$ cat src/hdl/sprite_params.svh
`ifndef SPRITE_PARAMS_SVH
`define SPRITE_PARAMS_SVH

// Visible frame
`define SCREEN_COLS 256
`define SCREEN_LINES 240

// Sprite geometry
`define SPRITE_WIDTH 8
`define SPRITE_HEIGHT 8

// Primary and secondary object attribute memories
`define OAM_ENTRIES 64
`define SEC_OAM_ENTRIES 8

// Pattern memory depth in bytes
`define PAT_DEPTH 4096

// Pixel credits held by the unit after reset
`define PIX_CREDITS 4

`endif

$ cat src/hdl/sprite_pkg.sv
package sprite_pkg;

    // Row or column on the screen
    typedef logic [8:0] coord_t;

    // Byte address into primary OAM with 4 bytes per entry in the order y, tile, attribute, x
    typedef logic [7:0] oam_addr_t;

    typedef logic [11:0] pat_addr_t;
    typedef logic [7:0] byte_t;

    // {palette, colour}
    typedef logic [3:0] sp_color_t;

    typedef logic [2:0] credit_t;

    // Attribute bits 1..0 pick the palette, 5 is the priority, 6 and 7 flip across and down
    typedef struct packed {
        logic active;
        byte_t x_pos;
        byte_t attribute;
        byte_t bitmap_lo;
        byte_t bitmap_hi;
        byte_t tile;
        logic [2:0] prow;
    } second_oam_t;

    typedef enum logic [2:0] {
        IDLE,
        EVAL,
        FETCH,
        DRAW,
        LINE_END
    } line_state_t;

endpackage

$ cat src/hdl/dot_counter.sv
`timescale 1ns/10ps
`include "sprite_params.svh"

module dot_counter import sprite_pkg::*; (
    input logic clk,
    input logic rst,
    input logic clear_line,
    input logic step_col,
    // Bit 0 steps the index, bit 1 selects the short FETCH range
    input logic [1:0] step_idx,
    input logic next_line,
    input logic frame_start,
    output coord_t row,
    output coord_t col,
    output logic [5:0] idx,
    output logic last_col,
    output logic last_idx,
    output logic last_line
);

    assign last_col = (col == coord_t'(`SCREEN_COLS - 1));
    assign last_line = (row == coord_t'(`SCREEN_LINES - 1));
    assign last_idx = step_idx[1] ? (idx == 6'(2 * `SEC_OAM_ENTRIES - 1)) :
                                    (idx == 6'(`OAM_ENTRIES - 1));

    always_ff @(posedge clk) begin
        if (rst || frame_start) begin
            row <= '0;
            col <= '0;
            idx <= '0;
        end else begin
            if (clear_line) begin
                col <= '0;
                idx <= '0;
            end else begin
                if (step_col) begin
                    col <= last_col ? coord_t'(0) : col + coord_t'(1);
                end
                if (step_idx[0]) begin
                    idx <= last_idx ? 6'd0 : idx + 6'd1;
                end
            end
            if (next_line) begin
                row <= row + coord_t'(1);
            end
        end
    end

    assert property (@(posedge clk) disable iff (rst) col < coord_t'(`SCREEN_COLS));

endmodule

$ cat config.mk
export PLATFORM = sky130hd
export DESIGN_NAME = dot_counter
export DESIGN_NICKNAME = d
export VERILOG_FILES = /design/src/hdl/sprite_pkg.sv /design/src/hdl/dot_counter.sv
export VERILOG_INCLUDE_DIRS = /design/src /design/src/hdl
export SDC_FILE = /design/constraint.sdc
export NUM_CORES = 1
export LEC_CHECK = 0
export CAP_MARGIN = 25
export CORE_MARGIN = 2
export CORE_UTILIZATION = 34
export DETAILED_ROUTE_END_ITERATION = 7
export DONT_BUFFER_PORTS = 1
export SYNTH_ARGS = -nofsm -noshare
export SYNTH_HDL_FRONTEND = slang
export SYNTH_SLANG_ARGS = --single-unit
$ cat constraint.sdc
create_clock -name clk -period 1.3 [get_ports clk]
set_input_delay 0.065 -clock clk [delete_from_list [all_inputs] [get_ports clk]]
set_output_delay 0.065 -clock clk [all_outputs]
set_load 0.01 [all_outputs]
==> out/metrics.cfg <==
[setup_path]
ff2ff_setup_slack_ns=0.03
reg2reg_depth=4
cp-start-kind=flop
worstPathRequired_ns=1.24
regToRegEndpoint=col[6]$_SDFFE_PP0P_
slowest_stage=dfxtp_2
path_max_fanout=3
crit_buf_inv=1
path_depth=4
path_delay_family=simple AND/OR/NAND/NOR gates
r2r_start=col[0]$_SDFFE_PP0P_
slowest_delay_ns=0.36
crit_start=col[4]$_SDFFE_PP0P_
crit_chain=and3_4 -> nand3b_1 -> nor2_2 -> buf_4
end_kind=output port
worstSetupPathType=reg2out
cp.arrival_ns=1.30

[routing]
firstDrtPassIters=4
ant_nets=0
drc_errors=0
vias=1063
wl_um=2880
drt_iter0_markers=92
routed_via_density=5.21
met1_length_um=1180
dr_wl_met3_um=215
routed.top_layer=met4
wl_met2_um=1460
wl_per_cell_um=14.1

[finish]
drive_above_1_share_pct=36.3
fillers=319
final_cells=204
final_util_pct=49.5
final_cell_area_um2=1540
final_nets=173
diodes=0
areaGrowthSynthToFinish_pct=35.7

[yosys]
synth_cell_types=35
syn-num-nets=138
avgSynthCellArea_um2=8.92
ys_warn_count=0
synth-seq-cells=24
synth_cells=127
yosysSeqAreaShare_pct=42.4
syn_area_um2=1130

[clock_network]
clock_sink_count=24
numCtsBuffers=3
cts_tree=yes
cts-root-buf=clkbuf_4
clk_pin_slew_ns=0.13
cts_buffer_depth=2
cts_max_level=1
clk_latency_ns=0.31

[timing]
skew_ns=0.00219
max-slew-margin-rel_pct=74.6
min_period_over_period_pct=105
layout_setup_ws_ns=-0.0672
drv_slew=0
setup_violations=2
worst_pin_slew_ns=0.381
rsz0062_at_grt=true
hold_viol_final=0
max_freq_ghz=0.731
fin_crit_ns=1.37

[floorplan]
dieArea_um2=3810
die_width_um=61.7
fp.dieH_um=61.7
core-area_um2=3100
ios=35
num_rows=20
start_util_pct=36.5

[grt]
grt_first_pass_wirelength_um=4430
grt_pass1_vias=1012
antenna_found_initial=0
track_usage_pct=15.8
grt_max_degree=13
overflow=0

[min_path]
hold_class=in2reg
min_path_cells=2
hp-start=step_idx[0]
min_to=idx[5]$_SDFFE_PP0P_

[power]
power_mw=1.13
pwr_density_cell_nw_per_um2=737
peakVddDrop_mv=0.428
p_leak_nw=0.566

[status]
violations=setup timing
status=complete, but fails checks

[placed_design]
dp_hpwl_um=1950
post_dp_cell_area_um2=1350
placed_cells=191
place.port_buffers=0
gp_congestion=0.787

[job]
maxCapViolations=0

## kinds of logic after synthesis
kind of cell	synth area share (%)
DFF	42.4
xor gates and xnor gates	9.28
and+or+nand+nor	29.9
AOI/OAI and AO/OA	9.61
muxes	2.65
buffers and inverters	2.76
adders and majority gates	3.32
## synthesized netlist by cell type (all sizes together)
library cell  number  share of area, %
o21a               1              0.66
xor2               7               5.4
xnor2              5               3.9
nand2b             2               1.1
mux2i              3               2.7
and3b              1              0.77
o311a              1              0.88
inv                3              0.99
clkbuf             2              0.66
o21ai              7               3.1
dfxtp             24                42
nand3              6               2.7
a31oi              3               1.7
nor4               2               1.7
a21oi              4               1.8
nor2              17               6.3
a311oi             1              0.77
or2                1              0.55
nand2             12               4.0
o2111ai            1              0.77
nand3b             5               3.3
nor3b              1              0.66
nand4              5               4.1
or3                3               1.7
ha                 3               3.3
buf                2               1.1
nor3               2              0.88
or3b               1              0.77
and4               1              0.99
and3               1              0.55
## routing by layer
layer  up-vias  global-route usage, %
met2        36                   28.0
li1        518                      -
met4         0                   5.47
met5         -                      0
met1       505                   18.0
met3         4                   4.76
## timing repair
| action | in CTS | in global routing |
|---|---|---|
| pin swaps | 2 | 6 |
| gates cloned | 0 | 0 |
| buffers inserted | 1 | 4 |
| endpoints found under the setup margin | 4 | 6 |
| hold buffers | 5 | 0 |
| gates resized for setup | 12 | 14 |
| hold endpoints to repair | 16 | 0 |
## where the power goes
part / total (mW) / internal [mW] / leakage (nW) / switching [mW]
sequential: 0.740 / 0.736 / 0.200 / 0.00408
combinational: 0.0704 / 0.0340 / 0.352 / 0.0364
clock: 0.323 / 0.108 / 0.0138 / 0.214
## placed cells by master, fill, tap and decap left out, drive strengths merged, types with 4 or more instances in the layout
master and instances:
xnor2 5, nand4 5, buf 29, nand3 6, nor2 17, nand3b 5
xor2 7, o21ai 7, a21oi 4, dfxtp 24, nand2 12, dlygate4sd3 5
## registers in the layout, indices dropped and copies added (netlist names)
| register | flops |
|---|---|
| col | 9 |
| row | 9 |
| idx | 6 |
## final cells by class
| class | count | area, um2 | share of cell area, % |
|---|---|---|---|
| timing repair buffer | 34 | 268 | 17.4 |
| inverter | 3 | 11.3 | 0.733 |
| tap | 44 | 55.1 | 3.58 |
| sequential | 24 | 499 | 32.5 |
| clock buffer | 3 | 22.5 | 1.47 |
| multi-input combinational | 96 | 681 | 44.3 |
## metrics by stage
step | worst slack, ns | hold WS [ns] | setup TNS, ns
floorplan | 0.0000834 | 0.209 | 0
global placement | 0.0923 | 0.220 | 0
detailed placement | 0.0143 | 0.220 | 0
CTS | -0.0886 | 0.00281 | -0.166
global route | -0.166 | 0.00552 | -0.366
finish | -0.0672 | 0.0102 | -0.133
## how the worst max path moves through the flow
stage / to
floorplan: row[6]$_SDFFE_PP0P_
global placement: col[6]$_SDFFE_PP0P_
detailed placement: col[6]$_SDFFE_PP0P_
CTS: last_line
global route: last_line
finish: last_col
(Power assumes the default switching activity.)
