--- src/hdl/sprite_params.svh ---
`ifndef SPRITE_PARAMS_SVH
`define SPRITE_PARAMS_SVH

// Visible frame
`define SCREEN_COLS 256
`define SCREEN_LINES 240

// Sprite geometry
`define SPRITE_WIDTH 8
`define SPRITE_HEIGHT 8

// Primary and secondary object attribute memories
`define OAM_ENTRIES 64
`define SEC_OAM_ENTRIES 8

// Pattern memory depth in bytes
`define PAT_DEPTH 4096

// Pixel credits held by the unit after reset
`define PIX_CREDITS 4

`endif

--- src/hdl/sprite_pkg.sv ---
package sprite_pkg;

    // Row or column on the screen
    typedef logic [8:0] coord_t;

    // Byte address into primary OAM with 4 bytes per entry in the order y, tile, attribute, x
    typedef logic [7:0] oam_addr_t;

    typedef logic [11:0] pat_addr_t;
    typedef logic [7:0] byte_t;

    // {palette, colour}
    typedef logic [3:0] sp_color_t;

    typedef logic [2:0] credit_t;

    // Attribute bits 1..0 pick the palette, 5 is the priority, 6 and 7 flip across and down
    typedef struct packed {
        logic active;
        byte_t x_pos;
        byte_t attribute;
        byte_t bitmap_lo;
        byte_t bitmap_hi;
        byte_t tile;
        logic [2:0] prow;
    } second_oam_t;

    typedef enum logic [2:0] {
        IDLE,
        EVAL,
        FETCH,
        DRAW,
        LINE_END
    } line_state_t;

endpackage

--- src/hdl/sp_pixel.sv ---
`timescale 1ns/10ps
`include "sprite_params.svh"

module sp_pixel import sprite_pkg::*; (
    input coord_t row,
    input coord_t col,
    input second_oam_t sec_oam [`SEC_OAM_ENTRIES-1:0],
    output sp_color_t sp_color_idx,
    output logic sp_prio
);

    sp_color_t colors [`SEC_OAM_ENTRIES-1:0];
    logic [`SEC_OAM_ENTRIES-1:0] prios;
    logic [`SEC_OAM_ENTRIES-1:0] hits;
    logic on_screen;

    genvar i;
    generate
        for (i = 0; i < `SEC_OAM_ENTRIES; i++) begin : g_sprite
            sp_pixel_h u_sp_pixel_h (
                .col(col),
                .sprite(sec_oam[i]),
                .sp_color_idx(colors[i]),
                .sp_prio(prios[i]),
                .hit(hits[i])
            );
        end
    endgenerate

    assign on_screen = (row < coord_t'(`SCREEN_LINES)) && (col < coord_t'(`SCREEN_COLS));

    // Walk from the top slot down so the lowest index wins
    always_comb begin
        sp_color_idx = '0;
        sp_prio = 1'b0;
        for (int s = `SEC_OAM_ENTRIES - 1; s >= 0; s--) begin
            if (on_screen && hits[s]) begin
                sp_color_idx = colors[s];
                sp_prio = prios[s];
            end
        end
    end

endmodule

module sp_pixel_h import sprite_pkg::*; (
    input coord_t col,
    input second_oam_t sprite,
    output sp_color_t sp_color_idx,
    output logic sp_prio,
    output logic hit
);

    coord_t col_within;
    logic [2:0] bit_idx;
    logic [1:0] color_idx;

    assign col_within = col - {1'b0, sprite.x_pos};

    // Bit 7 of each plane is the leftmost pixel unless flipped
    assign bit_idx = sprite.attribute[6] ? col_within[2:0] : 3'd7 - col_within[2:0];
    assign color_idx = {sprite.bitmap_hi[bit_idx], sprite.bitmap_lo[bit_idx]};

    assign sp_color_idx = {sprite.attribute[1:0], color_idx};
    assign sp_prio = sprite.attribute[5];

    // Colour 0 is transparent
    assign hit = sprite.active && (col_within < coord_t'(`SPRITE_WIDTH)) &&
                 (color_idx != 2'b00);

endmodule

--- config.mk ---
export PLATFORM = sky130hd
export DESIGN_NAME = sp_pixel
export DESIGN_NICKNAME = d
export VERILOG_FILES = /design/src/hdl/sprite_pkg.sv /design/src/hdl/sp_pixel.sv
export VERILOG_INCLUDE_DIRS = /design/src /design/src/hdl
export SDC_FILE = /design/constraint.sdc
export NUM_CORES = 1
export LEC_CHECK = 0
export BUFFER_PORTS_ARGS = -buffer_cell sky130_fd_sc_hd__buf_2
export CAP_MARGIN = 40
export CORE_AREA = 3 3 143 145
export DETAILED_ROUTE_END_ITERATION = 10
export DIE_AREA = 0 0 146 148
export GPL_ROUTABILITY_DRIVEN = 1
export PLACE_DENSITY = 0.64
export SLEW_MARGIN = 30
export SYNTH_ARGS = -nofsm -noshare
export SYNTH_HDL_FRONTEND = slang
export SYNTH_SLANG_ARGS = --single-unit
--- constraint.sdc ---
create_clock -name vclk -period 11.8
set_input_delay 1.18 -clock vclk [all_inputs]
set_output_delay 1.18 -clock vclk [all_outputs]
set_load 0.01 [all_outputs]
==> out/results.tsv <==
metric	value	unit
DR pass1 iterations	4	
WP buf/inv	4	
Gate power share	1.000	
Max Cap Violations	0	
most frequent cells in the layout	buf_2 (251), inv_1 (81), ha_1 (64), mux4_2 (58), nor2_1 (35)	
gr ovfl total	0	
sequential area share after synthesis	0	
final std cells w/o fill	1122	
synth warn	0	
wire length of the first global-routing pass	28.81	mm
Startpoint Class	primary input	
# clk buffers	0	
Setup crit start	col[0]	
GPL Wtd Cong	0.8749	
Iter 0 DRT Violations	150	
placed wire-length estimate	16.35	mm
Setup crit end kind	output port	
# setup viols final	0	
Cells after Synth	619	
core area	19330	um^2
CP max stage cell	xnor3_1	
DRT antenna net count	0	
Peak VDD IR	0.02210	mV
Gates resized, CTS repair	0	
initial antenna violation count	5	
PD cells	48.96	nW/um^2
Post-CTS Repair Setup Buffers	0	
pin count of the biggest net entering global routing	16	
num sequential	0	
Final #Nets	1299	
Starting Density	0.2724	
switching power	160.4	uW
Die Wd	146	um
Clock Power Share	0	
Worst Hold End	sp_color_idx[3]	
ratio of cells with drive above 1 in the final layout	0.3778	
Synth Cell Area	5268	um^2
stages on the worst setup path	14	
GRT Total Usage	0.1630	
Ports	375	
CP arrival	5.28	ns
worst slew pin tran	0.6818	ns
Vias/cell	5.200	
outcome	completed	
slew margin rel.	0.5454	
worst hold start	sec_oam[28]	
DR WL/cell	16.91	um
Seq pwr share	0	
IO Port Bufs	251	
Switching Fraction	0.4819	
# rows	51	
WP data required	10.62	ns
hold-fix buffers at CTS	0	
vias in the first global route	5681	
Leakage	3.298	nW
commonest non-fill, non-tap cell in the layout	buf_2	
die area	21610	um^2
FF/Latch Area	0	um^2
WHS Path Cells	4	
CP top delay family	compound AO/OA/AOI/OAI gates	
CP most frequent cell	o221ai_1	
Min-Delay Path Class	primary input to output port	
via count	5834	
Internal Power	172.5	uW
Final Cycle Share	0.5471	
Remaining DRCs	0	
placed cells	1120	
Crit Path Category	primary input to output port	
crit-path max cell delay	0.62	ns
Max Clk Rate	154.9	MHz
CP max FO	15	
final hold vios	0	
Die Ht	148	um
synthesis-to-layout area growth	29.10	%
Final min period	6.456	ns
RSZ-0062 raised after global routing	false	
drt total wl	18.98	mm
Distinct cells, synth	67	
crit path cell chain	buf_2 -> inv_1 -> ha_1 -> inv_1 -> fa_1 -> xnor3_1 -> mux2i_1 -> a22oi_1 -> and3_1 -> o221ai_1 -> o221ai_1 -> o221ai_1 -> nor2_1 -> buf_2	
Min Hold Slack	2.682	ns
Final TNS setup	0	ns
Mapped Avg Cell Area	8.510	um^2
syn_nets	1061	
Max Slew Vio Count	0	
Yosys cell counts (6+ instances only):
library cell | count | area share
inv_1 | 81 | 0.058
ha_1 | 64 | 0.15
mux4_2 | 58 | 0.25
nor2_1 | 35 | 0.025
a21oi_1 | 32 | 0.030
nand2_1 | 30 | 0.021
o21ai_0 | 26 | 0.025
nand3_1 | 17 | 0.016
mux2i_1 | 16 | 0.030
o221ai_1 | 16 | 0.027
nor2b_1 | 15 | 0.018
a21o_1 | 13 | 0.019
xnor2_1 | 13 | 0.022
xor2_1 | 12 | 0.020
nand2b_1 | 11 | 0.013
nor3_1 | 11 | 0.010
o21a_1 | 11 | 0.016
a211oi_1 | 10 | 0.014
clkbuf_1 | 9 | 0.0064
nand3b_1 | 9 | 0.013
or3_1 | 9 | 0.011
fa_1 | 8 | 0.030
a22oi_1 | 6 | 0.0086
and3_1 | 6 | 0.0071
buf_2 | 6 | 0.0057
nand4_1 | 6 | 0.0071
o2111ai_1 | 6 | 0.010
cells by family (layout without fill, tap and decap cells):
logic type | Yosys count | count (layout) | share of synthesized area
compound gates | 159 | 159 | 0.2131
mux | 79 | 79 | 0.2891
fa+ha+maj | 72 | 72 | 0.1824
xor+xnor | 26 | 26 | 0.04584
other cells | 0 | 2 | 0
simple gates | 185 | 185 | 0.1976
buf+inv | 98 | 334 | 0.07197
per-stage QoR:
step / util / worst slack, ns / area, um^2 / total power [mW]
global placement: 0.3515 / 5.312 / 6795 / 0.3284
finish: 0.3517 / 5.344 / 6800 / 0.3329
floorplan: - / 6.329 / 5268 / 0.2351
detailed placement: 0.3515 / 5.289 / 6795 / 0.3332
global route: 0.3517 / 5.049 / 6800 / 0.3697
CTS: 0.3515 / 5.269 / 6795 / 0.3348
cell type report:
cell class	instances	area (um^2)
Antenna cell	2	5.005
Multi-Input combinational cell	521	4888
Tap cell	265	331.6
Inverter	81	304.0
Timing Repair Buffer	253	1271
Fill cell	2065	12530
worst max path at each step:
stage,end,slack (ns)
after global routing,sp_color_idx[1],5.05
final,sp_color_idx[1],5.34
after global placement,sp_color_idx[3],5.31
after floorplan,sp_color_idx[3],6.33
after detailed placement,sp_color_idx[3],5.29
after CTS,sp_color_idx[3],5.27
power by group through the flow:
stage	clock network, mW	logic (mW)	registers, mW
floorplan	0	0.235	0
global placement	0	0.328	0
detailed placement	0	0.333	0
CTS	0	0.335	0
global route	0.0000000227	0.370	0
finish	0.0000000227	0.333	0
layer usage:
layer,share of wire,track usage,up-vias
met1,0.43,0.2089,2682
met4,0.029,0.03904,6
met5,0.0013,0,-
li1,-,-,2898
met3,0.066,0.02514,36
met2,0.48,0.2894,212
No activity file was read; power rests on OpenSTA's default activity.
