## config.mk

```make
export PLATFORM = sky130hd
export DESIGN_NAME = sprite_eval
export DESIGN_NICKNAME = d
export VERILOG_FILES = /design/src/hdl/sprite_pkg.sv /design/src/hdl/sprite_eval.sv
export VERILOG_INCLUDE_DIRS = /design/src /design/src/hdl
export SDC_FILE = /design/constraint.sdc
export NUM_CORES = 2
export LEC_CHECK = 0
export BUFFER_PORTS_ARGS = -buffer_cell sky130_fd_sc_hd__buf_2
export CAP_MARGIN = 20
export CORE_AREA = 8 8 465 467
export CTS_BUF_LIST = sky130_fd_sc_hd__clkbuf_8
export DETAILED_ROUTE_END_ITERATION = 12
export DIE_AREA = 0 0 473 475
export PLACE_DENSITY = 0.7
export SETUP_SLACK_MARGIN = 0.05
export SLEW_MARGIN = 20
export SYNTH_ARGS = -nofsm -noshare
export SYNTH_HDL_FRONTEND = slang
export SYNTH_SLANG_ARGS = --single-unit
```

## constraint.sdc

```tcl
create_clock -name clk -period 19.8 [get_ports clk]
set_clock_uncertainty 0.15 [all_clocks]
set_input_delay 4.95 -clock clk [delete_from_list [all_inputs] [get_ports clk]]
set_output_delay 4.95 -clock clk [all_outputs]
set_load 0.005 [all_outputs]
```

## src/hdl/sprite_params.svh

```systemverilog
`ifndef SPRITE_PARAMS_SVH
`define SPRITE_PARAMS_SVH

// Visible frame
`define SCREEN_COLS 256
`define SCREEN_LINES 240

// Sprite geometry
`define SPRITE_WIDTH 8
`define SPRITE_HEIGHT 8

// Primary and secondary object attribute memories
`define OAM_ENTRIES 64
`define SEC_OAM_ENTRIES 8

// Pattern memory depth in bytes
`define PAT_DEPTH 4096

// Pixel credits held by the unit after reset
`define PIX_CREDITS 4

`endif

```

## src/hdl/sprite_pkg.sv

```systemverilog
package sprite_pkg;

    // Row or column on the screen
    typedef logic [8:0] coord_t;

    // Byte address into primary OAM with 4 bytes per entry in the order y, tile, attribute, x
    typedef logic [7:0] oam_addr_t;

    typedef logic [11:0] pat_addr_t;
    typedef logic [7:0] byte_t;

    // {palette, colour}
    typedef logic [3:0] sp_color_t;

    typedef logic [2:0] credit_t;

    // Attribute bits 1..0 pick the palette, 5 is the priority, 6 and 7 flip across and down
    typedef struct packed {
        logic active;
        byte_t x_pos;
        byte_t attribute;
        byte_t bitmap_lo;
        byte_t bitmap_hi;
        byte_t tile;
        logic [2:0] prow;
    } second_oam_t;

    typedef enum logic [2:0] {
        IDLE,
        EVAL,
        FETCH,
        DRAW,
        LINE_END
    } line_state_t;

endpackage

```

## src/hdl/sprite_eval.sv

```systemverilog
`timescale 1ns/10ps
`include "sprite_params.svh"

module sprite_eval import sprite_pkg::*; (
    input logic clk,
    input logic rst,
    input logic oam_we,
    input oam_addr_t oam_addr,
    input byte_t oam_wdata,
    input logic eval_en,
    input logic [5:0] idx,
    input coord_t row,
    input logic frame_start,
    output second_oam_t sec_oam [`SEC_OAM_ENTRIES-1:0],
    output logic sprite_overflow
);

    byte_t oam_mem [0:4*`OAM_ENTRIES-1];

    byte_t spr_y;
    byte_t spr_tile;
    byte_t spr_attr;
    byte_t spr_x;
    coord_t row_diff;
    logic in_range;
    logic [2:0] prow;
    logic [3:0] slot_cnt;
    logic [3:0] slot;

    always_ff @(posedge clk) begin
        if (oam_we) begin
            oam_mem[oam_addr] <= oam_wdata;
        end
    end

    // All four bytes of the indexed entry at once
    assign spr_y = oam_mem[{idx, 2'd0}];
    assign spr_tile = oam_mem[{idx, 2'd1}];
    assign spr_attr = oam_mem[{idx, 2'd2}];
    assign spr_x = oam_mem[{idx, 2'd3}];

    // Rows above the sprite wrap to large values and fail the test
    assign row_diff = row - {1'b0, spr_y};
    assign in_range = row_diff < coord_t'(`SPRITE_HEIGHT);
    assign prow = spr_attr[7] ? 3'd7 - row_diff[2:0] : row_diff[2:0];

    // Slot count restarts with the first entry of each line
    assign slot = (idx == 6'd0) ? 4'd0 : slot_cnt;

    always_ff @(posedge clk) begin
        if (rst) begin
            slot_cnt <= 4'd0;
            sprite_overflow <= 1'b0;
            for (int i = 0; i < `SEC_OAM_ENTRIES; i++) begin
                sec_oam[i].active <= 1'b0;
            end
        end else begin
            if (frame_start) begin
                sprite_overflow <= 1'b0;
            end
            if (eval_en) begin
                if (idx == 6'd0) begin
                    for (int i = 0; i < `SEC_OAM_ENTRIES; i++) begin
                        sec_oam[i].active <= 1'b0;
                    end
                end
                slot_cnt <= slot;
                if (in_range) begin
                    if (slot < 4'(`SEC_OAM_ENTRIES)) begin
                        sec_oam[slot[2:0]] <= '{
                            active: 1'b1,
                            x_pos: spr_x,
                            attribute: spr_attr,
                            bitmap_lo: 8'h00,
                            bitmap_hi: 8'h00,
                            tile: spr_tile,
                            prow: prow
                        };
                        slot_cnt <= slot + 4'd1;
                    end else begin
                        sprite_overflow <= 1'b1;
                    end
                end
            end
        end
    end

endmodule

```

==> results.toml <==
[layout]
nets = 4622
area_delta_synth_final_pct = 12.93
final_cell_mix = "edfxtp_1, mux4_2, clkbuf_8"
fin_area_um2 = 103100
mostFrequentLayoutCell = "edfxtp_1"
fill_cells = 16350
final_layout_size_suffix_gt1_frac = 0.3251
final_core_util = 0.4943

[worst_setup_path]
crit_type = "in2reg"
arrival_ps = 12410
worstPathRequired_ps = 20320
cpMostUsedCell = "buf_4"
path_buf_inv = 7
critPathLaunchType = "input port"
path_cells = "buf_8 > buf_12 > buf_4 > mux4_2 > mux4_2 > a211oi_1 > a21oi_1 > ha_1 > inv_1 > fa_1 > nand3_1 > a21oi_1 > mux2i_1 > a2111oi_4 > nand4b_1 > buf_4 > inv_4 > buf_4"
crit_path_max_fanout = 89
rr_endpoint = "sec_oam[105]$_DFFE_PP_"
critPathMaxStageDelay_ps = 790
timing.rr.start = "oam_mem[172][0]$_DFFE_PP_"
critical-path-top-delay-family = "buffers and inverters"
reg2regPathDepth = 15
cp_slowest_cell = "buf_4"
rrSetupSlack_ps = 13600
crit_path_end_kind = "flop"

[flow_run]
cap_violations = 0

[synth]
syn_avg_cell_area_um2 = 23.07
synth_ff_type = "edfxtp_1"
yosysSeqAreaShare = 0.7899
ys_types = 55
yosysWarnings = 0
synth_cells = 3956
async_reset_ff_frac = 0
syn-num-nets = 4002
synth_area_um2 = 91270
ys_ff_latch = 2405
synth_edf_count = 2392

[hold_path]
hold_path_class = "reg2reg"
worstHoldStart = "sec_oam[263]$_SDFFE_PP0P_"
min_path_cells = 2
holdPathEnd = "sec_oam[263]$_SDFFE_PP0P_"

[timing]
period_needed_ps = 11890
finalSetupViolCount = 0
worstMarginPinSlew_ps = 1230
max_slew_margin = 0.1767
drv_slew = 0
finalHoldViolations = 0
fmax_mhz = 84.07
rsz0062_at_grt = "false"
tns_ps = 0
final.period_utilization = 0.6007

[clocking]
clkTransAtPathRegs_ps = 60
cts.sinks = 2405
htree_levels = 5
clock_latency_ps = 1060
cts_hold_buffers = 0
clockBufferDepth = 4
cts_tree = "built"
cts_resized = 0
cts_buffers = 380
root_buffer = "clkbuf_8"
cts_setup_buffers = 0

[detailed_routing]
routed_wl_um = 214600
antenna_left = 0
avgRoutedWirePerCell_um = 28.01
via_per_inst = 5.705
vias = 43700
drtIter0Drc = 4913
firstDrtPassIters = 6
drc = 0

[die]
core_area_um2 = 208500
rows = 168
io_pins = 389
die_w_um = 473
die_area_um2 = 224700
initial_core_util = 0.4377
die_h_um = 475

[power]
powerDensity_nw_per_um2 = 95.91
internal_power_uw = 7705
p_sw_uw = 2180
power_uw = 9885
comb_power_share = 0.049
seqPwrFrac = 0.570
vdd_ir_drop_max_v = 0.00008340
p_leak_uw = 0.03264
clkPwrFrac = 0.382
switching_share = 0.2206

[grt]
overflow = 0
grt_start_max_net_pins = 145
grt_pass1_vias = 44050
antenna_found_initial = 10
grt_usage = 0.1861
grt_pass1_wl_um = 310000

[place]
placed_area_um2 = 96360
portBuffers = 388
hpwl_um = 129200
gp_congestion = 0.8217

[status]
status = "complete, no violations"
-- flip-flops by register name, summed over array words and instances, names as in the netlist, named ones only --
name,flops
slot_cnt,4
sprite_overflow,1
sec_oam,136
oam_mem,2048
-- per-stage QoR --
step	hold slack [ps]	std cells	setup slack, ps
global route	346.4	7657	7332
floorplan	292.6	3956	7957
detailed placement	288.6	6997	6748
global placement	281.2	6996	6785
finish	322.1	7660	7905
CTS	324.7	7650	7909
-- worst min-delay path: stages, from the launching register on --
cell     delay [ps]
dfxtp_1         340
nand2_1          50
o21ai_0          60
-- power by group through the flow --
stage / Clock [µW] / Combinational, µW / Sequential (µW)
after floorplan: 0 / 272 / 5740
after global placement: 0 / 476 / 5740
after detailed placement: 0 / 486 / 5740
after CTS: 3840 / 486 / 5630
after global routing: 4050 / 508 / 5630
final: 3770 / 482 / 5630
-- synthesized netlist by cell type (5+ instances only) --
cell type,number,area share
a211oi_1,6,0.00049
a21oi_1,15,0.00082
a22o_1,5,0.00048
a22oi_1,46,0.0038
and2_1,115,0.0079
buf_1,14,0.00058
buf_2,51,0.0028
buf_4,21,0.0017
buf_6,13,0.0016
clkbuf_1,114,0.0047
dfxtp_1,13,0.0029
edfxtp_1,2392,0.79
ha_1,9,0.0012
inv_1,11,0.00045
mux2i_1,12,0.0013
mux4_1,9,0.0026
mux4_2,623,0.15
nand2_1,61,0.0025
nand2b_1,5,0.00034
nand3_1,28,0.0015
nand4_1,13,0.00089
nor2_1,273,0.011
nor2b_1,34,0.0023
o21ai_0,14,0.00077
-- cells by family after synthesis --
group | Yosys count | share of synthesized area
buffers and inverters | 228 | 0.01261
AO/OA/AOI/OAI | 113 | 0.009199
XOR/XNOR | 5 | 0.0004799
flip-flops | 2405 | 0.7899
adder cells (fa/ha/maj) | 10 | 0.001453
multiplexers | 648 | 0.1581
AND/OR/NAND/NOR | 547 | 0.02827
-- layer usage --
metal	track usage	vias up	part of all wire
li1	-	17860	-
met1	0.2509	22930	0.39
met2	0.2970	2521	0.48
met3	0.04607	391	0.10
met4	0.06804	2	0.034
met5	0	-	0.000075
-- area by class of cell --
class | count | area [µm²] | share of cell area
Antenna cell | 8 | 20.02 | 0.0001942
Clock buffer | 389 | 5354 | 0.05194
Clock inverter | 264 | 1289 | 0.01250
Inverter | 11 | 43.79 | 0.0004249
Multi-Input combinational cell | 1323 | 18150 | 0.1761
Sequential cell | 2405 | 72090 | 0.6994
Tap cell | 2805 | 3510 | 0.03405
Timing Repair Buffer | 455 | 2620 | 0.02542
-- worst max path at each step --
stage / end / slack, ps / startpoint / cells after the start
after detailed placement: sec_oam[146]$_DFFE_PP_ / 6750 / idx[0] / 18
after global routing: sec_oam[60]$_DFFE_PP_ / 7330 / idx[0] / 18
final: sec_oam[105]$_DFFE_PP_ / 7910 / idx[0] / 18
after CTS: sec_oam[146]$_DFFE_PP_ / 7910 / idx[0] / 18
after floorplan: sec_oam[100]$_DFFE_PP_ / 7960 / idx[0] / 17
after global placement: sec_oam[13]$_DFFE_PP_ / 6790 / idx[0] / 18
No activity file was read; power rests on OpenSTA's default activity.
