## config.mk

```make
export PLATFORM = sky130hd
export DESIGN_NAME = sprite_line_fsm
export DESIGN_NICKNAME = d
export VERILOG_FILES = /design/src/hdl/sprite_pkg.sv /design/src/hdl/sprite_line_fsm.sv
export VERILOG_INCLUDE_DIRS = /design/src /design/src/hdl
export SDC_FILE = /design/constraint.sdc
export NUM_CORES = 1
export LEC_CHECK = 0
export BUFFER_PORTS_ARGS = -buffer_cell sky130_fd_sc_hd__buf_2
export CAP_MARGIN = 20
export CORE_AREA = 3 3 40 42
export CTS_CLUSTER_SIZE = 10
export DETAILED_ROUTE_END_ITERATION = 10
export DIE_AREA = 0 0 43 45
export GPL_ROUTABILITY_DRIVEN = 0
export HOLD_SLACK_MARGIN = 0.15
export PLACE_DENSITY = 0.63
export SKIP_CTS_REPAIR_TIMING = 1
export SLEW_MARGIN = 30
export SYNTH_ARGS = -nofsm -noshare
export SYNTH_HDL_FRONTEND = slang
export SYNTH_SLANG_ARGS = --single-unit
```

## constraint.sdc

```tcl
create_clock -name clk -period 2.25 [get_ports clk]
set_input_delay 0.225 -clock clk [delete_from_list [all_inputs] [get_ports clk]]
set_output_delay 0.225 -clock clk [all_outputs]
set_load 0.05 [all_outputs]
```

## src/hdl/sprite_params.svh

```systemverilog
`ifndef SPRITE_PARAMS_SVH
`define SPRITE_PARAMS_SVH

// Visible frame
`define SCREEN_COLS 256
`define SCREEN_LINES 240

// Sprite geometry
`define SPRITE_WIDTH 8
`define SPRITE_HEIGHT 8

// Primary and secondary object attribute memories
`define OAM_ENTRIES 64
`define SEC_OAM_ENTRIES 8

// Pattern memory depth in bytes
`define PAT_DEPTH 4096

// Pixel credits held by the unit after reset
`define PIX_CREDITS 4

`endif

```

## src/hdl/sprite_pkg.sv

```systemverilog
package sprite_pkg;

    // Row or column on the screen
    typedef logic [8:0] coord_t;

    // Byte address into primary OAM with 4 bytes per entry in the order y, tile, attribute, x
    typedef logic [7:0] oam_addr_t;

    typedef logic [11:0] pat_addr_t;
    typedef logic [7:0] byte_t;

    // {palette, colour}
    typedef logic [3:0] sp_color_t;

    typedef logic [2:0] credit_t;

    // Attribute bits 1..0 pick the palette, 5 is the priority, 6 and 7 flip across and down
    typedef struct packed {
        logic active;
        byte_t x_pos;
        byte_t attribute;
        byte_t bitmap_lo;
        byte_t bitmap_hi;
        byte_t tile;
        logic [2:0] prow;
    } second_oam_t;

    typedef enum logic [2:0] {
        IDLE,
        EVAL,
        FETCH,
        DRAW,
        LINE_END
    } line_state_t;

endpackage

```

## src/hdl/sprite_line_fsm.sv

```systemverilog
`timescale 1ns/10ps
`include "sprite_params.svh"

module sprite_line_fsm import sprite_pkg::*; (
    input logic clk,
    input logic rst,
    input logic start_frame,
    input logic credit_return,
    input logic last_col,
    input logic last_idx,
    input logic last_line,
    output line_state_t state,
    output logic step_col,
    output logic [1:0] step_idx,
    output logic clear_line,
    output logic next_line,
    output logic frame_start,
    output logic frame_busy,
    output logic frame_done,
    output logic draw_fire
);

    line_state_t state_next;
    credit_t credits;
    logic frame_end;

    assign frame_end = (state == LINE_END) && last_line;

    always_comb begin
        state_next = state;
        step_col = 1'b0;
        step_idx = 2'b00;
        clear_line = 1'b0;
        next_line = 1'b0;
        frame_start = 1'b0;
        draw_fire = 1'b0;
        case (state)
            IDLE: begin
                if (start_frame) begin
                    frame_start = 1'b1;
                    state_next = EVAL;
                end
            end
            EVAL: begin
                step_idx = 2'b01;
                if (last_idx) state_next = FETCH;
            end
            FETCH: begin
                step_idx = 2'b11;
                if (last_idx) state_next = DRAW;
            end
            DRAW: begin
                // Column holds while the consumer owes us credits
                draw_fire = (credits != credit_t'(0));
                step_col = draw_fire;
                if (draw_fire && last_col) state_next = LINE_END;
            end
            LINE_END: begin
                clear_line = 1'b1;
                if (last_line) begin
                    state_next = IDLE;
                end else begin
                    next_line = 1'b1;
                    state_next = EVAL;
                end
            end
            default: state_next = IDLE;
        endcase
    end

    always_ff @(posedge clk) begin
        if (rst) begin
            state <= IDLE;
            credits <= credit_t'(`PIX_CREDITS);
            frame_busy <= 1'b0;
            frame_done <= 1'b0;
        end else begin
            state <= state_next;
            credits <= credits + credit_t'(credit_return) - credit_t'(draw_fire);
            frame_done <= frame_end;
            if (frame_start) begin
                frame_busy <= 1'b1;
            end else if (frame_end) begin
                frame_busy <= 1'b0;
            end
        end
    end

    // Consumer may only return credits it actually holds
    assert property (@(posedge clk) disable iff (rst)
        credit_return && !draw_fire |-> credits < credit_t'(`PIX_CREDITS));

endmodule

```

==> reports/metrics.yaml, run 1 <==
place:
  place.port_buffers: 18
  hpwl_um: 695.8
global_route:
  grt_usage_pct: 11.01
  grt_antenna_before_repair: 0
  overflow: 0
  grt_max_degree: 13
  grt_first_pass_wirelength_um: 1504
  grt_pass1_vias: 350
synth:
  yosys_warnings: 0
  syn_avg_cell_area_um2: 9.499
  yosys.cell_types.count: 26
  mappedNetlistNets: 59
  yosysSeqAreaShare_pct: 34.41
  synth_area_um2: 465.4
  ys_ff_latch: 8
  netlist_instances: 49
worst_setup_path:
  r2r_start: "credits[0]"
  rr_endpoint: "credits[2]"
  reg2reg_depth: 9
  worstPathRequired_ns: 2.38
  critPathCaptureType: "register"
  start_kind: "register"
  path_class: "register to register"
  r2r_slack_ns: 0.22
  cp_top_family: "adder cells"
  path_cells: "nor3_1, nor2_4, ha_1, inv_1, ha_2, fa_2, xnor2_2, xnor2_1, nand2b_1"
  arrival_ns: 2.16
  max_stage_delay_ns: 0.36
  crit_buf_inv: 1
  crit_path_max_fanout: 3
  cp_slowest_cell: "fa_2"
timing:
  setup_violations: 0
  min_period_ns: 2.027
  post-route-period-util_pct: 90.09
  slew_headroom_pct: 70.91
  hold_viol: 0
  fin_hold_ws_ns: 0.2356
  drv_slew: 0
  worstMarginPinSlew_ns: 0.4326
  skew_ns: 0.006222
  rsz0062_at_grt: "no"
  fmax_mhz: 493.3
power:
  p_comb_share_pct: 40.2
  clkPwrFrac_pct: 21.9
  p_leak_nw: 0.2694
  seqPwrFrac_pct: 37.9
  p_int_w: 0.0003167
  switching_share_pct: 39.63
  p_sw_w: 0.0002079
  ir_drop_mv: 0.3427
  power_density_nw_per_um2: 859.2
layout:
  final_core_util_pct: 47.52
  drive_above_1_share_pct: 50.75
  diodes: 0
  area_growth_syn_to_layout_pct: 31.18
  fillerInstances: 131
  nNetsFinal: 78
floorplanning:
  dieWidth_um: 43
  boundaryPins: 19
  die_area_um2: 1935
  start_util_pct: 36.22
  num_rows: 13
  fp.coreArea_um2: 1285
  fp.dieH_um: 45
clock_network:
  cts_tree: "done"
  cts_sinks: 8
  htreeDepth: 1
  path_clk_slew_ns: 0.06
  cts_made_buffers: 3
  root_buffer: "clkbuf_4"
  clockBufferDepth: 2
  clock_latency_ns: 0.25
route:
  drt.antenna.violating_nets: 0
  wl_per_cell_um: 11.12
  drt-total-wl_um: 912
  dr.pass1.iters: 2
  vias_per_cell: 4.585
  drt_iter0_markers: 3
  vias: 376
  route.detailed.drc: 0
min_path:
  holdCritPathClass: "input pin to register"
  hold-path-endpoint: "state[0]"
  worstHoldPathCells: 2
  worstHoldStart: "rst"
run_status:
  status: "finished, final reports clean"
job:
  maxCapViolations: 0
==> worst max path at each step <==
stage / startpoint / end / cells past startpoint / slack (ns)
2_1_floorplan: state[2] / credits[2] / 10 / -0.005
3_5_place_dp: credits[1] / credits[2] / 9 / 0.22
4_1_cts: credits[0] / credits[2] / 9 / 0.21
3_3_place_gp: credits[1] / credits[2] / 9 / 0.28
6_report: credits[0] / credits[2] / 9 / 0.22
5_1_grt: credits[1] / credits[2] / 9 / 0.09
==> per-layer routing <==
layer	wire length, um	part of all wire (%)	track usage [%]
met1	396	43	12.83
met2	415	46	16.17
met3	90	9.9	2.789
met4	10	1.1	10.84
met5	0	0	0
==> cells by family (layout without fill, tap and decap cells) <==
group,Yosys count,after routing,share of synthesized area (%)
AO/OA/AOI/OAI,6,6,11.29
adder cells (fa/ha/maj),3,3,9.677
AND/OR/NAND/NOR,19,19,25.00
flip-flops,8,8,34.41
buffers and inverters,8,26,9.408
XOR/XNOR,3,3,5.646
multiplexers,2,2,4.570
==> through the flow <==
stage,area (um^2),setup slack (ns),power [W],setup TNS (ns),cells
floorplan,516.7,-0.005385,0.0003818,-0.005385,49
global placement,584.3,0.2769,0.0004111,0,78
detailed placement,584.3,0.2202,0.0004161,0,78
CTS,610.6,0.2085,0.0005377,0,82
global route,610.6,0.08820,0.0005648,0,82
finish,610.6,0.2229,0.0005246,0,82
==> cell type report <==
| type | instances | area [um^2] | share of cell area (%) |
|---|---|---|---|
| Clock buffer | 4 | 26.28 | 4.303 |
| Inverter | 4 | 15.01 | 2.459 |
| Multi-Input combinational cell | 33 | 289.0 | 47.34 |
| Sequential cell | 8 | 171.4 | 28.07 |
| Tap cell | 15 | 18.77 | 3.074 |
| Timing Repair Buffer | 18 | 90.09 | 14.75 |
==> flip-flops by register name (all words and copies together), names as in the netlist <==
signal	cells
frame_busy	1
frame_done	1
state	3
credits	3
==> synth_stat cells <==
cell	instances	area (um^2)
a211oi_1	1	7.510
a21oi_1	1	5.000
a221oi_2	1	15.01
and2_2	1	7.510
buf_2	2	10.01
buf_4	1	7.510
buf_6	1	11.26
dfxtp_1	8	160.2
fa_1	1	20.02
ha_1	2	25.02
inv_1	4	15.01
mux2_2	1	11.26
mux2i_1	1	10.01
nand2_1	2	7.510
nand2b_1	2	12.51
nand3b_1	1	7.510
nand4bb_1	1	11.26
nor2_1	5	18.77
nor2b_1	3	18.77
nor3_1	2	10.01
nor3b_1	1	7.510
nor4b_2	1	15.01
o21a_1	1	7.510
o31ai_1	1	7.510
o32a_1	1	10.01
xnor2_1	3	26.28
==> cells in the final DEF, fill, tap and decap left out, drive strengths merged <==
master / Yosys / layout
nand4bb: 1 / 1
o21a: 1 / 1
nor2b: 3 / 3
nand2: 2 / 2
xnor2: 3 / 3
nand3b: 1 / 1
dfxtp: 8 / 8
buf: 4 / 18
a21oi: 1 / 1
nor2: 5 / 5
mux2i: 1 / 1
nand2b: 2 / 2
a221oi: 1 / 1
inv: 4 / 4
mux2: 1 / 1
and2: 1 / 1
nor4b: 1 / 1
a211oi: 1 / 1
ha: 2 / 2
o32a: 1 / 1
fa: 1 / 1
nor3: 2 / 2
o31ai: 1 / 1
nor3b: 1 / 1
clkbuf: 0 / 4
==> power groups by stage <==
stage | Combinational, W | Sequential [W] | Clock [W]
floorplan | 0.000169 | 0.000213 | 0
global placement | 0.000209 | 0.000202 | 0
detailed placement | 0.000213 | 0.000203 | 0
CTS | 0.000215 | 0.000200 | 0.000124
global route | 0.000231 | 0.000204 | 0.000130
finish | 0.000211 | 0.000199 | 0.000115
No activity file was read; power rests on OpenSTA's default activity.
==> inputs of run 2 (changes only) <==
Settings changed: RECOVER_POWER set to 25.
==> run 2 against run 1 <==
  * Largest power group unchanged
  * Final area down 0.41%
  * First-iteration DRC count unchanged
  * Combinational power about the same
  * Die area is the same
  * Non-clock buffer count stayed put
  * Clock-buffer cell count is the same
  * Clock skew is the same
  * Total power decreased by 0.10%
  * Clock power about the same
  * Sequential share of layout area grew 0.12 points
  * Hold slack unchanged
==> reports/metrics.yaml, run 2 (synthesis results as in run 1) <==
worst_setup_path:
  arrival_ns: 2.16
  crit_path_max_fanout: 3
  critPathCaptureType: "register"
  cp-endpoint: "credits[2]"
  startpoint: "credits[0]"
  path_class: "register to register"
  r2r_slack_ns: 0.22
  worstPathRequired_ns: 2.38
  rr_endpoint: "credits[2]"
  r2r_start: "credits[0]"
  start_kind: "register"
  reg2reg_depth: 9
place:
  placed_cells: 78
  hpwl_um: 695.8
  place.port_buffers: 18
layout:
  final_common_cell: "buf_2"
  reg_top3: "credits (3), state (3)"
  final_cell_mix: "buf_2, dfxtp_1, inv_1, nor2_1"
  nNetsFinal: 78
  diodes: 0
  fin_cells: 82
  drive_above_1_share_pct: 47.76
  area_growth_syn_to_layout_pct: 30.65
route:
  drt_iter0_markers: 3
  dr.pass1.iters: 2
  drt.antenna.violating_nets: 0
  drt-total-wl_um: 916
  route.detailed.drc: 0
  wl_per_cell_um: 11.17
  vias: 376
  vias_per_cell: 4.585
timing:
  worstMarginPinSlew_ns: 0.5929
  rsz0062_at_grt: "no"
  setup_violations: 0
  min_period_ns: 2.027
  slew_headroom_pct: 60.64
  skew_ns: 0.006222
  hold_viol: 0
  post-route-period-util_pct: 90.09
  tns_ns: 0
  drv_slew: 0
  fmax_mhz: 493.3
clock_network:
  clockBufferDepth: 2
  path_clk_slew_ns: 0.06
  cts_made_buffers: 3
  cts_sinks: 8
  htreeDepth: 1
  cts_tree: "done"
  clock_latency_ns: 0.25
  root_buffer: "clkbuf_4"
power:
  clkPwrFrac_pct: 21.9
  seqPwrFrac_pct: 38.0
  p_int_w: 0.0003161
  p_sw_w: 0.0002080
  p_leak_nw: 0.2613
  switching_share_pct: 39.69
  finalPower_w: 0.0005241
  p_comb_share_pct: 40.1
  ir_drop_mv: 0.3426
  power_density_nw_per_um2: 861.8
min_path:
  holdCritPathClass: "input pin to register"
global_route:
  grt_usage_pct: 11.01
  overflow: 0
  grt_first_pass_wirelength_um: 1504
  grt_antenna_before_repair: 0
  grt_pass1_vias: 350
  grt_max_degree: 13
floorplanning:
  dieWidth_um: 43
  boundaryPins: 19
  num_rows: 13
  fp.dieH_um: 45
  start_util_pct: 36.22
  die_area_um2: 1935
  fp.coreArea_um2: 1285
run_status:
  status: "finished, final reports clean"
job:
  maxCapViolations: 0
==> run 2: changes by cell type in the layout (fill, tap and decap cells not counted), sizes merged <==
cell / change
buf: -2
clkbuf: +2
==> run 2: worst min path at each step <==
stage                     startpoint          to  slack, ns  cells after the start
after floorplan                  rst    state[0]       0.28                      1
final                            rst    state[0]       0.24                      2
after global routing             rst    state[0]       0.24                      2
after detailed placement  frame_busy  frame_busy       0.48                      2
after CTS                        rst    state[0]       0.23                      2
after global placement    frame_busy  frame_busy       0.47                      2
==> run 2: routing by layer <==
| metal | wire, um | up-vias | GRT usage, % | share of wire [%] |
|---|---|---|---|---|
| met5 | 0 | - | 0 | 0 |
| met4 | 10 | 0 | 10.84 | 1.1 |
| met3 | 90 | 2 | 2.789 | 9.8 |
| met2 | 415 | 15 | 16.17 | 45 |
| met1 | 399 | 157 | 12.83 | 44 |
| li1 | - | 202 | - | - |
==> run 2: power groups by stage <==
stage | combinational, W | clock [W] | sequential, W
floorplan | 0.000169 | 0 | 0.000213
global placement | 0.000209 | 0 | 0.000202
detailed placement | 0.000213 | 0 | 0.000203
CTS | 0.000215 | 0.000124 | 0.000200
global route | 0.000230 | 0.000130 | 0.000204
finish | 0.000210 | 0.000115 | 0.000199
==> run 2: worst max-delay path, cell delays in order, from the launching register on <==
cell and delay, ns:
dfxtp_1 0.32, nor3_1 0.32, nor2_4 0.06, ha_1 0.27, inv_1 0.04, ha_2 0.17, fa_2 0.36, xnor2_2 0.15
xnor2_1 0.16, nand2b_1 0.07
==> run 2: through the flow <==
stage	hold WS, ns	area [um^2]	setup slack (ns)	util [%]
6_report	0.2356	608.1	0.2229	47.32
4_1_cts	0.2293	610.6	0.2085	47.52
2_1_floorplan	0.2820	516.7	-0.005385	-
3_3_place_gp	0.4658	584.3	0.2769	45.47
5_1_grt	0.2423	608.1	0.08820	47.32
3_5_place_dp	0.4799	584.3	0.2202	45.47
==> run 2: layout make-up <==
type | count | area (um^2)
Clock buffer | 4 | 26.28
Timing Repair Buffer | 18 | 87.58
Multi-Input combinational cell | 33 | 289.0
Tap cell | 15 | 18.77
Fill cell | 130 | 676.9
Inverter | 4 | 15.01
Sequential cell | 8 | 171.4
